==> src/source/ttl_timer_pkg.sv <==
package ttl_timer_pkg;

    // width of reload, count and APB data
    localparam int data_width = 8;

    // register offsets on paddr
    localparam logic [1:0] addr_reload  = 2'd0;
    localparam logic [1:0] addr_control = 2'd1;
    localparam logic [1:0] addr_count   = 2'd2;
    localparam logic [1:0] addr_status  = 2'd3;

    // control word layout, bit 0 first from the right
    typedef struct packed {
        logic [4:0] reserved;
        // write one to clear the flag, never stored
        logic       irq_clear;
        logic       irq_en;
        logic       run;
    } timer_ctrl_t;

    // one data word, read as a reload value or as control bits
    // depending on which offset it goes to
    typedef union packed {
        logic [data_width-1:0] reload;
        timer_ctrl_t           ctrl;
    } timer_word_u;

endpackage

==> src/source/timer_ctrl_if.sv <==
`timescale 1ns/1ps

interface timer_ctrl_if import ttl_timer_pkg::*; ();

    logic                  run;
    // one cycle after a reload write
    logic                  restart;
    logic [data_width-1:0] reload;
    logic [data_width-1:0] count;
    // count at 255 while running
    logic                  tick;

    // register block side
    modport regs (
        output run,
        output restart,
        output reload,
        input  count,
        input  tick
    );

    // counter chain side
    modport chain (
        input  run,
        input  restart,
        input  reload,
        output count,
        output tick
    );

endinterface

==> src/source/ttl_parts.sv <==
`timescale 1ns/1ps

// presettable 4-bit binary counter, async clear
module jt74161 (
    input  logic       cet,
    input  logic       cep,
    input  logic       ld_b,
    input  logic       clk,
    input  logic       cl_b,
    input  logic [3:0] d,
    output logic [3:0] q,
    output logic       ca
);

    // ripple carry only counts cet, not cep
    assign ca = &{q, cet};

    always_ff @(posedge clk or negedge cl_b) begin
        if (!cl_b) begin
            q <= 4'd0;
        end else if (!ld_b) begin
            q <= d;
        end else if (cep && cet) begin
            q <= q + 4'd1;
        end
    end

endmodule

// 3-to-8 decoder, active low outputs
module jt74138 (
    input  logic       e1_b,
    input  logic       e2_b,
    input  logic       e3,
    input  logic [2:0] a,
    output logic [7:0] y_b
);

    always_comb begin
        if (e1_b || e2_b || !e3) begin
            y_b = 8'hff;
        end else begin
            y_b = ~(8'd1 << a);
        end
    end

endmodule

// quad 2-input mux with strobe
module jt74157 (
    input  logic       sel,
    input  logic       st_l,
    input  logic [3:0] A,
    input  logic [3:0] B,
    output logic [3:0] Y
);

    always_comb begin
        // strobe high forces all outputs low
        if (st_l) begin
            Y = 4'd0;
        end else if (sel) begin
            Y = B;
        end else begin
            Y = A;
        end
    end

endmodule

// octal D flip-flop with clear
module jt74273 (
    input  logic [7:0] d,
    input  logic       clk,
    input  logic       cl_b,
    output logic [7:0] q
);

    always_ff @(posedge clk or negedge cl_b) begin
        if (!cl_b) begin
            q <= 8'd0;
        end else begin
            q <= d;
        end
    end

endmodule

==> src/source/timer_regs.sv <==
`timescale 1ns/1ps

module timer_regs import ttl_timer_pkg::*; (
    input  logic                  clk,
    input  logic                  cl_b,
    input  logic                  psel,
    input  logic                  penable,
    input  logic                  pwrite,
    input  logic [1:0]            paddr,
    input  logic [data_width-1:0] pwdata,
    output logic [data_width-1:0] prdata,
    output logic                  irq,
    timer_ctrl_if.regs            ctrl
);

    logic                  wr_access;
    logic                  rd_access;
    logic [7:0]            wr_strobe_b;
    logic                  wr_reload;
    logic                  wr_control;
    timer_word_u           wdata;
    timer_word_u           ctrl_rd;
    logic [data_width-1:0] reload_d;
    logic [data_width-1:0] reload_q;
    logic                  irq_en;

    // access phase only, no wait states
    assign wr_access = psel & penable & pwrite;
    assign rd_access = psel & penable & ~pwrite;
    assign wdata     = pwdata;

    // offset decode, upper select line tied low
    jt74138 wr_decode (
        .e1_b (1'b0),
        .e2_b (1'b0),
        .e3   (wr_access),
        .a    ({1'b0, paddr}),
        .y_b  (wr_strobe_b)
    );

    assign wr_reload  = ~wr_strobe_b[addr_reload];
    assign wr_control = ~wr_strobe_b[addr_control];

    // recirculate held reload unless offset 0 is written
    jt74157 reload_mux_lo (
        .sel  (wr_reload),
        .st_l (1'b0),
        .A    (reload_q[3:0]),
        .B    (wdata.reload[3:0]),
        .Y    (reload_d[3:0])
    );

    jt74157 reload_mux_hi (
        .sel  (wr_reload),
        .st_l (1'b0),
        .A    (reload_q[data_width-1:4]),
        .B    (wdata.reload[data_width-1:4]),
        .Y    (reload_d[data_width-1:4])
    );

    jt74273 reload_reg (
        .d    (reload_d),
        .clk  (clk),
        .cl_b (cl_b),
        .q    (reload_q)
    );

    assign ctrl.reload = reload_q;

    // run, irq_en and the restart pulse
    always_ff @(posedge clk or negedge cl_b) begin
        if (!cl_b) begin
            ctrl.run     <= 1'b0;
            ctrl.restart <= 1'b0;
            irq_en       <= 1'b0;
        end else begin
            ctrl.restart <= wr_reload;
            if (wr_control) begin
                ctrl.run <= wdata.ctrl.run;
                irq_en   <= wdata.ctrl.irq_en;
            end
        end
    end

    // sticky flag, a tick beats a clear on the same edge
    always_ff @(posedge clk or negedge cl_b) begin
        if (!cl_b) begin
            irq <= 1'b0;
        end else if (ctrl.tick && irq_en) begin
            irq <= 1'b1;
        end else if (wr_control && wdata.ctrl.irq_clear) begin
            irq <= 1'b0;
        end
    end

    // readback of the control word, irq_clear reads as zero
    always_comb begin
        ctrl_rd             = '0;
        ctrl_rd.ctrl.run    = ctrl.run;
        ctrl_rd.ctrl.irq_en = irq_en;
    end

    always_comb begin
        prdata = '0;
        if (rd_access) begin
            case (paddr)
                addr_reload:  prdata = reload_q;
                addr_control: prdata = ctrl_rd;
                addr_count:   prdata = ctrl.count;
                addr_status:  prdata = {{(data_width - 1){1'b0}}, irq};
                default:      prdata = '0;
            endcase
        end
    end

endmodule

==> src/source/timer_chain.sv <==
`timescale 1ns/1ps

module timer_chain import ttl_timer_pkg::*; (
    input  logic        clk,
    input  logic        cl_b,
    timer_ctrl_if.chain ctrl
);

    logic [3:0] q_lo;
    logic [3:0] q_hi;
    logic       ca_lo;
    logic       ca_hi;
    logic       ld_b;

    // load on restart or when the whole chain wraps
    assign ld_b = ~(ctrl.restart | ca_hi);

    // low nibble, enabled by run on both count inputs
    jt74161 count_lo (
        .cet  (ctrl.run),
        .cep  (ctrl.run),
        .ld_b (ld_b),
        .clk  (clk),
        .cl_b (cl_b),
        .d    (ctrl.reload[3:0]),
        .q    (q_lo),
        .ca   (ca_lo)
    );

    // high nibble steps on the low carry
    jt74161 count_hi (
        .cet  (ca_lo),
        .cep  (ctrl.run),
        .ld_b (ld_b),
        .clk  (clk),
        .cl_b (cl_b),
        .d    (ctrl.reload[data_width-1:4]),
        .q    (q_hi),
        .ca   (ca_hi)
    );

    assign ctrl.count = {q_hi, q_lo};

    // carry out of the top stage is the tick
    assign ctrl.tick = ca_hi;

endmodule

==> src/source/ttl_timer_top.sv <==
`timescale 1ns/1ps

module ttl_timer_top import ttl_timer_pkg::*; (
    input  logic                  clk,
    input  logic                  cl_b,
    input  logic                  psel,
    input  logic                  penable,
    input  logic                  pwrite,
    input  logic [1:0]            paddr,
    input  logic [data_width-1:0] pwdata,
    output logic [data_width-1:0] prdata,
    output logic                  irq
);

    // register block to counter chain
    timer_ctrl_if ctrl_if ();

    // APB slave, reload storage and interrupt flag
    timer_regs timer_regs_inst (
        .clk     (clk),
        .cl_b    (cl_b),
        .psel    (psel),
        .penable (penable),
        .pwrite  (pwrite),
        .paddr   (paddr),
        .pwdata  (pwdata),
        .prdata  (prdata),
        .irq     (irq),
        .ctrl    (ctrl_if.regs)
    );

    // two-stage counter
    timer_chain timer_chain_inst (
        .clk  (clk),
        .cl_b (cl_b),
        .ctrl (ctrl_if.chain)
    );

endmodule

==> config.mk <==
export PLATFORM = sky130hd
export DESIGN_NAME = ttl_timer_top
export DESIGN_NICKNAME = d
export VERILOG_FILES = /design/src/source/ttl_timer_pkg.sv /design/src/source/timer_ctrl_if.sv /design/src/source/ttl_parts.sv /design/src/source/timer_regs.sv /design/src/source/timer_chain.sv /design/src/source/ttl_timer_top.sv
export SDC_FILE = /design/constraint.sdc
export NUM_CORES = 1
export LEC_CHECK = 0
export ABC_AREA = 1
export BUFFER_PORTS_ARGS = -buffer_cell sky130_fd_sc_hd__buf_2
export CAP_MARGIN = 20
export CORE_UTILIZATION = 59
export DETAILED_ROUTE_END_ITERATION = 7
export PLACE_DENSITY = 0.95
export SYNTH_ARGS = -nofsm -noshare
export SYNTH_HDL_FRONTEND = slang
export SYNTH_HIERARCHICAL = 1
export SYNTH_SLANG_ARGS = --single-unit
==> constraint.sdc <==
create_clock -name clk -period 5 [get_ports clk]
set_input_delay 0.75 -clock clk [delete_from_list [all_inputs] [get_ports clk]]
set_output_delay 0.75 -clock clk [all_outputs]
set_load 0.03 [all_outputs]
==> impl_summary.txt, run 1 <==
----------------------------------------------------
[Route]
  Number of routed nets with antenna violations ... 0
  Routed wirelength normalized by instance count ... 10.2 um
  Post-route DRC ... 0
  Detailed Route Iter0 Violations ... 49
  Detailed-route vias per instance ... 4.81
  Vias post-DR ... between 1k and 1.5k
  Drt total wl ... around 2.6 mm
  Router iterations before antenna repair ... 4

[Setup path]
  CP Cell Sequence ... buf_2, nor2_2, nand2_1, a21oi_1, buf_2
  Worst stage delay on the critical path ... 0.29 ns
  Count of cells along the worst register-to-register path ... 9
  Setup crit end kind ... output port
  Required time of the critical path ... 4.25 ns
  Delay-heaviest family, CP ... simple AND/OR/NAND/NOR gates
  Cell type with the highest occurrence count on the critical path ... buf_2
  FF-to-FF End ... timer_chain_inst/count_lo/q[1]
  Library cell contributing the largest single delay on the critical path ... nor2_2
  Crit path launch ... paddr[0]
  CP Launch Type ... input pin
  Worst Path Max Fanout ... 8
  Count of buffer and inverter cells on the critical path ... 2
  Crit Reg-Reg Startpoint ... timer_chain_inst/count_lo/q[0]
  Data arrival time of the worst path ... 1.68 ns
  Setup slack, reg-to-reg ... about 2.9 ns
  Worst Setup Path Type ... in -> out

[Yosys]
  Synth Warn # ... 6
  Cell area after synthesis ... 0.00131 mm2
  Synthesized netlist cell count ... 196
  Mean instance size in the synthesized netlist ... 6.68 um2

[Clocking]
  Post-cts hold buffer count ... 0
  CTS Root Buffer Type ... clkbuf_4
  Clock Sink Count ... 20
  Number of gates resized after cts ... 0
  Max Buffers Root-to-Sink ... 2
  Clock slew seen by the registers of the worst setup and hold paths ... ~0.12 ns
  Total CTS buffers ... 3
  Worst skew pair latency ... 0.31 ns
  CTS tree ... yes
  # Post-CTS Setup Buffers ... 0
  CTS H-Tree Depth ... 1

[Die]
  Die area ... 0.00241 mm2
  Starting utilization of the core area ... 64.7%
  Die Wd ... 49.1 um
  Number of primary I/O pins ... 24
  Site Rows ... 16
  Core Area ... 0.00202 mm2
  Die height ... 49.1 um

[STA]
  Setup TNS ... 0 ns
  Setup-violating endpoint count in the final report ... 0
  Worst-case clock skew ... roughly 0.013 ns
  Transition time of the tightest slew-check pin ... 0.673 ns
  Relative slew slack ... 55.0%
  Fraction of the cycle the final worst path needs ... 48.6%
  FMAX ... 411 MHz
  Setup repair after global routing missed its margin ... no
  Hold Fails Final Rpt ... 0
  Final worst path period need ... 2.43 ns
  Final Slew Violations ... 0

[Cells and area]
  Most used cells in the layout excluding fill and tap cells ... nand2_1, inv_1, nor2_1
  # nets final ... 244
  Ratio of cells with drive above 1 in the final layout ... about 18%
  Area Overhead vs Synth ... 15.1%
  Most common library cell in the layout ignoring fill and taps ... nand2_1
  Final antenna diode count ... 0
  Fin area ... 0.00151 mm2
  Final Util ... 74.5%
  Number of filler cells placed in the layout ... ~160

[Min path]
  Min-Delay Path Class ... in -> async

[Global route]
  Vias in the first global route ... roughly 1.1k
  First-pass GRT wire length ... 4.54 mm
  Total grt overflow ... 0
  Largest net degree at the start of global routing ... 21
  Total routing resource utilization after global routing ... 24.3%
  Initial antenna violation count ... 0

[Placed design]
  Final HPWL from detailed placement ... 1.99 mm
  IO buf count ... 23
  RD Place Congestion ... between 0.8 and 0.9
  Placed Area ... 0.00145 mm2

[Pwr]
  Power density over the cells ... 230 mW/mm2
  Leakage dissipation ... 0.000837 uW
  Total power after layout ... 347 uW
  Worst IR drop on VDD ... around 0.19 mV

[Status]
  Outcome ... finished clean

[Job]
  Max-capacitance violation count ... 0

----------------------------------------------------
[worst max-delay path by stage]
stage | endpoint | slack [ns] | cells past startpoint
finish | prdata[2] | 2.57 | 5
global route | prdata[3] | 2.52 | 5
CTS | prdata[2] | 2.57 | 5
detailed placement | prdata[3] | 2.57 | 5
global placement | prdata[3] | 2.61 | 5
floorplan | prdata[2] | 2.71 | 3
[metrics by stage]
step	cells	hold slack [ns]	setup WS, ns
floorplan	201	0.454	2.71
detailed placement	249	0.507	2.57
CTS	253	0.370	2.57
global route	253	0.389	2.52
global placement	249	0.500	2.61
finish	253	0.364	2.57
[area by class of cell]
class	count	area, um2	area share (%)
Multi-Input combinational cell	145	677	44.9
Sequential cell	20	500	33.2
Inverter	34	128	8.47
Timing Repair Buffer	23	115	7.64
Tap cell	27	33.8	2.24
Clock inverter	1	30.0	1.99
Clock buffer	3	22.5	1.50
[power breakdown]
group	internal (uW)	switching, uW	leakage [uW]	total, uW
clock network	81.1	49.1	0.0000279	130
registers	168	9.88	0.000272	178
logic	14.9	23.8	0.000537	38.7
total	264	82.9	0.000837	347
[registers in the layout, summed over array words and instances, names as in the netlist]
register / count
timer_regs_inst/ctrl.restart: 1
timer_chain_inst/count_lo/q: 4
timer_regs_inst/reload_reg/q: 8
timer_regs_inst/irq_en: 1
timer_regs_inst/irq: 1
timer_regs_inst/ctrl.run: 1
timer_chain_inst/count_hi/q: 4
[per-layer routing]
layer | wire length [um] | share of wire [%] | track usage [%] | vias up
li1 | - | - | - | 653
met1 | 1180 | 46 | 28.9 | 541
met2 | 1290 | 50 | 43.4 | 20
met3 | 86 | 3.3 | 4.98 | 4
met4 | 23 | 0.89 | 7.35 | 0
met5 | 0 | 0 | 0 | -
[worst register-to-register path: stages (launching register included)]
cell      delay, ns
dfrtp_1        0.45
ha_1           0.24
nand2_1        0.08
nor2_1         0.09
nand2_1        0.07
nor2_1         0.06
nor2_1         0.54
inv_1          0.20
o211ai_1       0.21
nand2_1        0.06
No activity file was read; power rests on OpenSTA's default activity.
==> run 2: changes to the inputs <==
ABC_AREA = 0   (was 1)
CORE_UTILIZATION = 53   (was 59)
PLACE_DENSITY = 0.88   (was 0.95)
clock period = 2.3 ns   (was 5 ns; I/O delays follow)
==> impl_summary.txt, run 2 <==
----------------------------------------------------
[Clocking]
  CTS H-Tree Depth ... 1
  Total CTS buffers ... 3
  Worst skew pair latency ... 0.29 ns
  CTS tree ... yes
  Clock slew seen by the registers of the worst setup and hold paths ... 0.11 ns
  Number of gates resized after cts ... 0
  Clock Sink Count ... 20
  Max Buffers Root-to-Sink ... 2
  CTS Root Buffer Type ... clkbuf_4

[Route]
  Routed wirelength normalized by instance count ... 13.5 um
  Vias post-DR ... 899
  Router iterations before antenna repair ... 4
  Post-route DRC ... 0
  Detailed-route vias per instance ... 5.26
  Drt total wl ... 2.31 mm
  Number of routed nets with antenna violations ... 0
  Detailed Route Iter0 Violations ... 18

[Global route]
  Initial antenna violation count ... 0
  Vias in the first global route ... about 900
  Largest net degree at the start of global routing ... 21
  Total grt overflow ... 0
  Total routing resource utilization after global routing ... 22.2%
  First-pass GRT wire length ... around 4 mm

[STA]
  Setup TNS ... 0 ns
  Setup repair after global routing missed its margin ... no
  Final worst path period need ... between 1.5 and 2 ns
  Setup-violating endpoint count in the final report ... 0
  Final Slew Violations ... 0
  Final Worst Setup Slack ... 0.369 ns
  FMAX ... 518 MHz
  Fraction of the cycle the final worst path needs ... between 80 and 90%
  Hold Fails Final Rpt ... 0
  Worst-case clock skew ... 0.00819 ns

[Setup path]
  Worst stage delay on the critical path ... approximately 0.50 ns
  CP Launch Type ... register
  Worst Setup Path Type ... reg -> out
  Setup crit end kind ... output port
  Count of cells along the worst register-to-register path ... 7
  CP Cell Sequence ... mux4_2, nor3b_2, buf_2
  Library cell contributing the largest single delay on the critical path ... dfrtp_1
  Worst Path Max Fanout ... 9
  Data arrival time of the worst path ... 1.59 ns
  Required time of the critical path ... 1.96 ns

[Yosys]
  Mean instance size in the synthesized netlist ... 10.3 um2
  Synthesized netlist cell count ... 111
  Synth Warn # ... 6
  Cell area after synthesis ... about 0.0011 mm2

[Pwr]
  Internal power of the cells ... 527 uW
  Relative contribution of the clock network to total power ... 27.7%
  Switching power total ... 189 uW
  Worst IR drop on VDD ... between 0.3 and 0.4 mV
  Switching portion of total power ... 26.4%
  Leakage dissipation ... approximately 0.00067 uW
  Sequential share of power ... roughly 58%
  Power density over the cells ... 533 mW/mm2
  Fraction of power consumed by combinational cells ... 14.7%

[Min path]
  Worst hold path depth ... 3
  Min-Delay Path Class ... in -> reg

[Placed design]
  RD Place Congestion ... roughly 0.8
  Setup Slack @ Placement ... roughly 0.55 ns
  Placed Area ... approximately 0.0013 mm2
  IO buf count ... 23
  Final HPWL from detailed placement ... 1.75 mm

[Die]
  Die area ... 0.00235 mm2
  Number of primary I/O pins ... 24
  Die Wd ... about 48 um
  Site Rows ... 16
  Die height ... 48.5 um
  Core Area ... 0.00200 mm2
  Starting utilization of the core area ... around 57%

[Cells and area]
  Final antenna diode count ... 0
  Area Overhead vs Synth ... 17.5%
  Most used cells in the layout excluding fill and tap cells ... buf_2, dfrtp_1, nor2_1
  Fin area ... 0.00135 mm2
  Most common library cell in the layout ignoring fill and taps ... buf_2
  # nets final ... between 150 and 200
  Largest Register ... timer_regs_inst/reload_reg/q
  Number of flip-flops under the largest register name ... 8
  Biggest regs ... timer_regs_inst/reload_reg/q: 8 flops, timer_chain_inst/count_hi/q: 4 flops, timer_chain_inst/count_lo/q: 4 flops
  Ratio of cells with drive above 1 in the final layout ... 30.6%

[Job]
  Max-capacitance violation count ... 0

[Status]
  Outcome ... finished clean

----------------------------------------------------
[run 2: path summary, 6_finish.rpt]
check | from | end | slack, ns
max in group asynchronous | cl_b | timer_chain_inst/count_hi/q[3] | 1.45
min in group asynchronous | cl_b | timer_regs_inst/reload_reg/q[3] | 0.52
worst max-delay path | timer_regs_inst/ctrl.run | prdata[0] | 0.37
worst min register to register | timer_regs_inst/reload_reg/q[2] | timer_regs_inst/reload_reg/q[2] | 0.57
worst min-delay path | pwdata[3] | timer_regs_inst/reload_reg/q[3] | 0.29
worst max register to register | timer_chain_inst/count_lo/q[0] | timer_chain_inst/count_hi/q[1] | 0.55
[run 2: power by group through the flow]
stage | Sequential (uW) | Combinational (uW) | Clock (uW)
after global routing | 418 | 117 | 219
after floorplan | 410 | 71.3 | 0
final | 413 | 106 | 198
after global placement | 417 | 95.4 | 0
after detailed placement | 419 | 103 | 0
after CTS | 412 | 105 | 206
[run 2: layer usage]
| layer | global-route usage [%] | part of all wire [%] | wire (um) |
|---|---|---|---|
| met1 | 32.4 | 48 | 1100 |
| met2 | 35.4 | 48 | 1100 |
| met3 | 1.89 | 3.6 | 83 |
| met4 | 6.86 | 1.3 | 30 |
| met5 | 0 | 0 | 0 |
[run 2: per-stage QoR]
stage	instances	total power (uW)	utilization, %	hold slack, ns
finish	171	716	67.2	0.292
global route	171	753	67.2	0.289
CTS	171	722	67.2	0.288
detailed placement	166	522	64.9	0.320
global placement	166	512	64.9	0.311
floorplan	121	481	-	0.0494
[run 2: worst max-delay path: cells and delay by family, from the launching register on]
family,cells,cell delay (ns)
buffers and inverters,1,0.17
flip-flops,1,0.50
AND/OR/NAND/NOR,1,0.16
multiplexers,1,0.47
[run 2: area by class of cell]
cell class,instances,area [um2]
flip-flops and latches,20,500
well taps,27,33.8
clock buffers,4,36.3
repair buffers,25,133
inverters,1,3.75
fillers,168,657
multi-input cells,94,638
[run 2: what timing repair did]
action                    in CTS  in global routing
buffers inserted               0                  0
hold endpoints to repair      20                  0
hold buffers                   1                  0
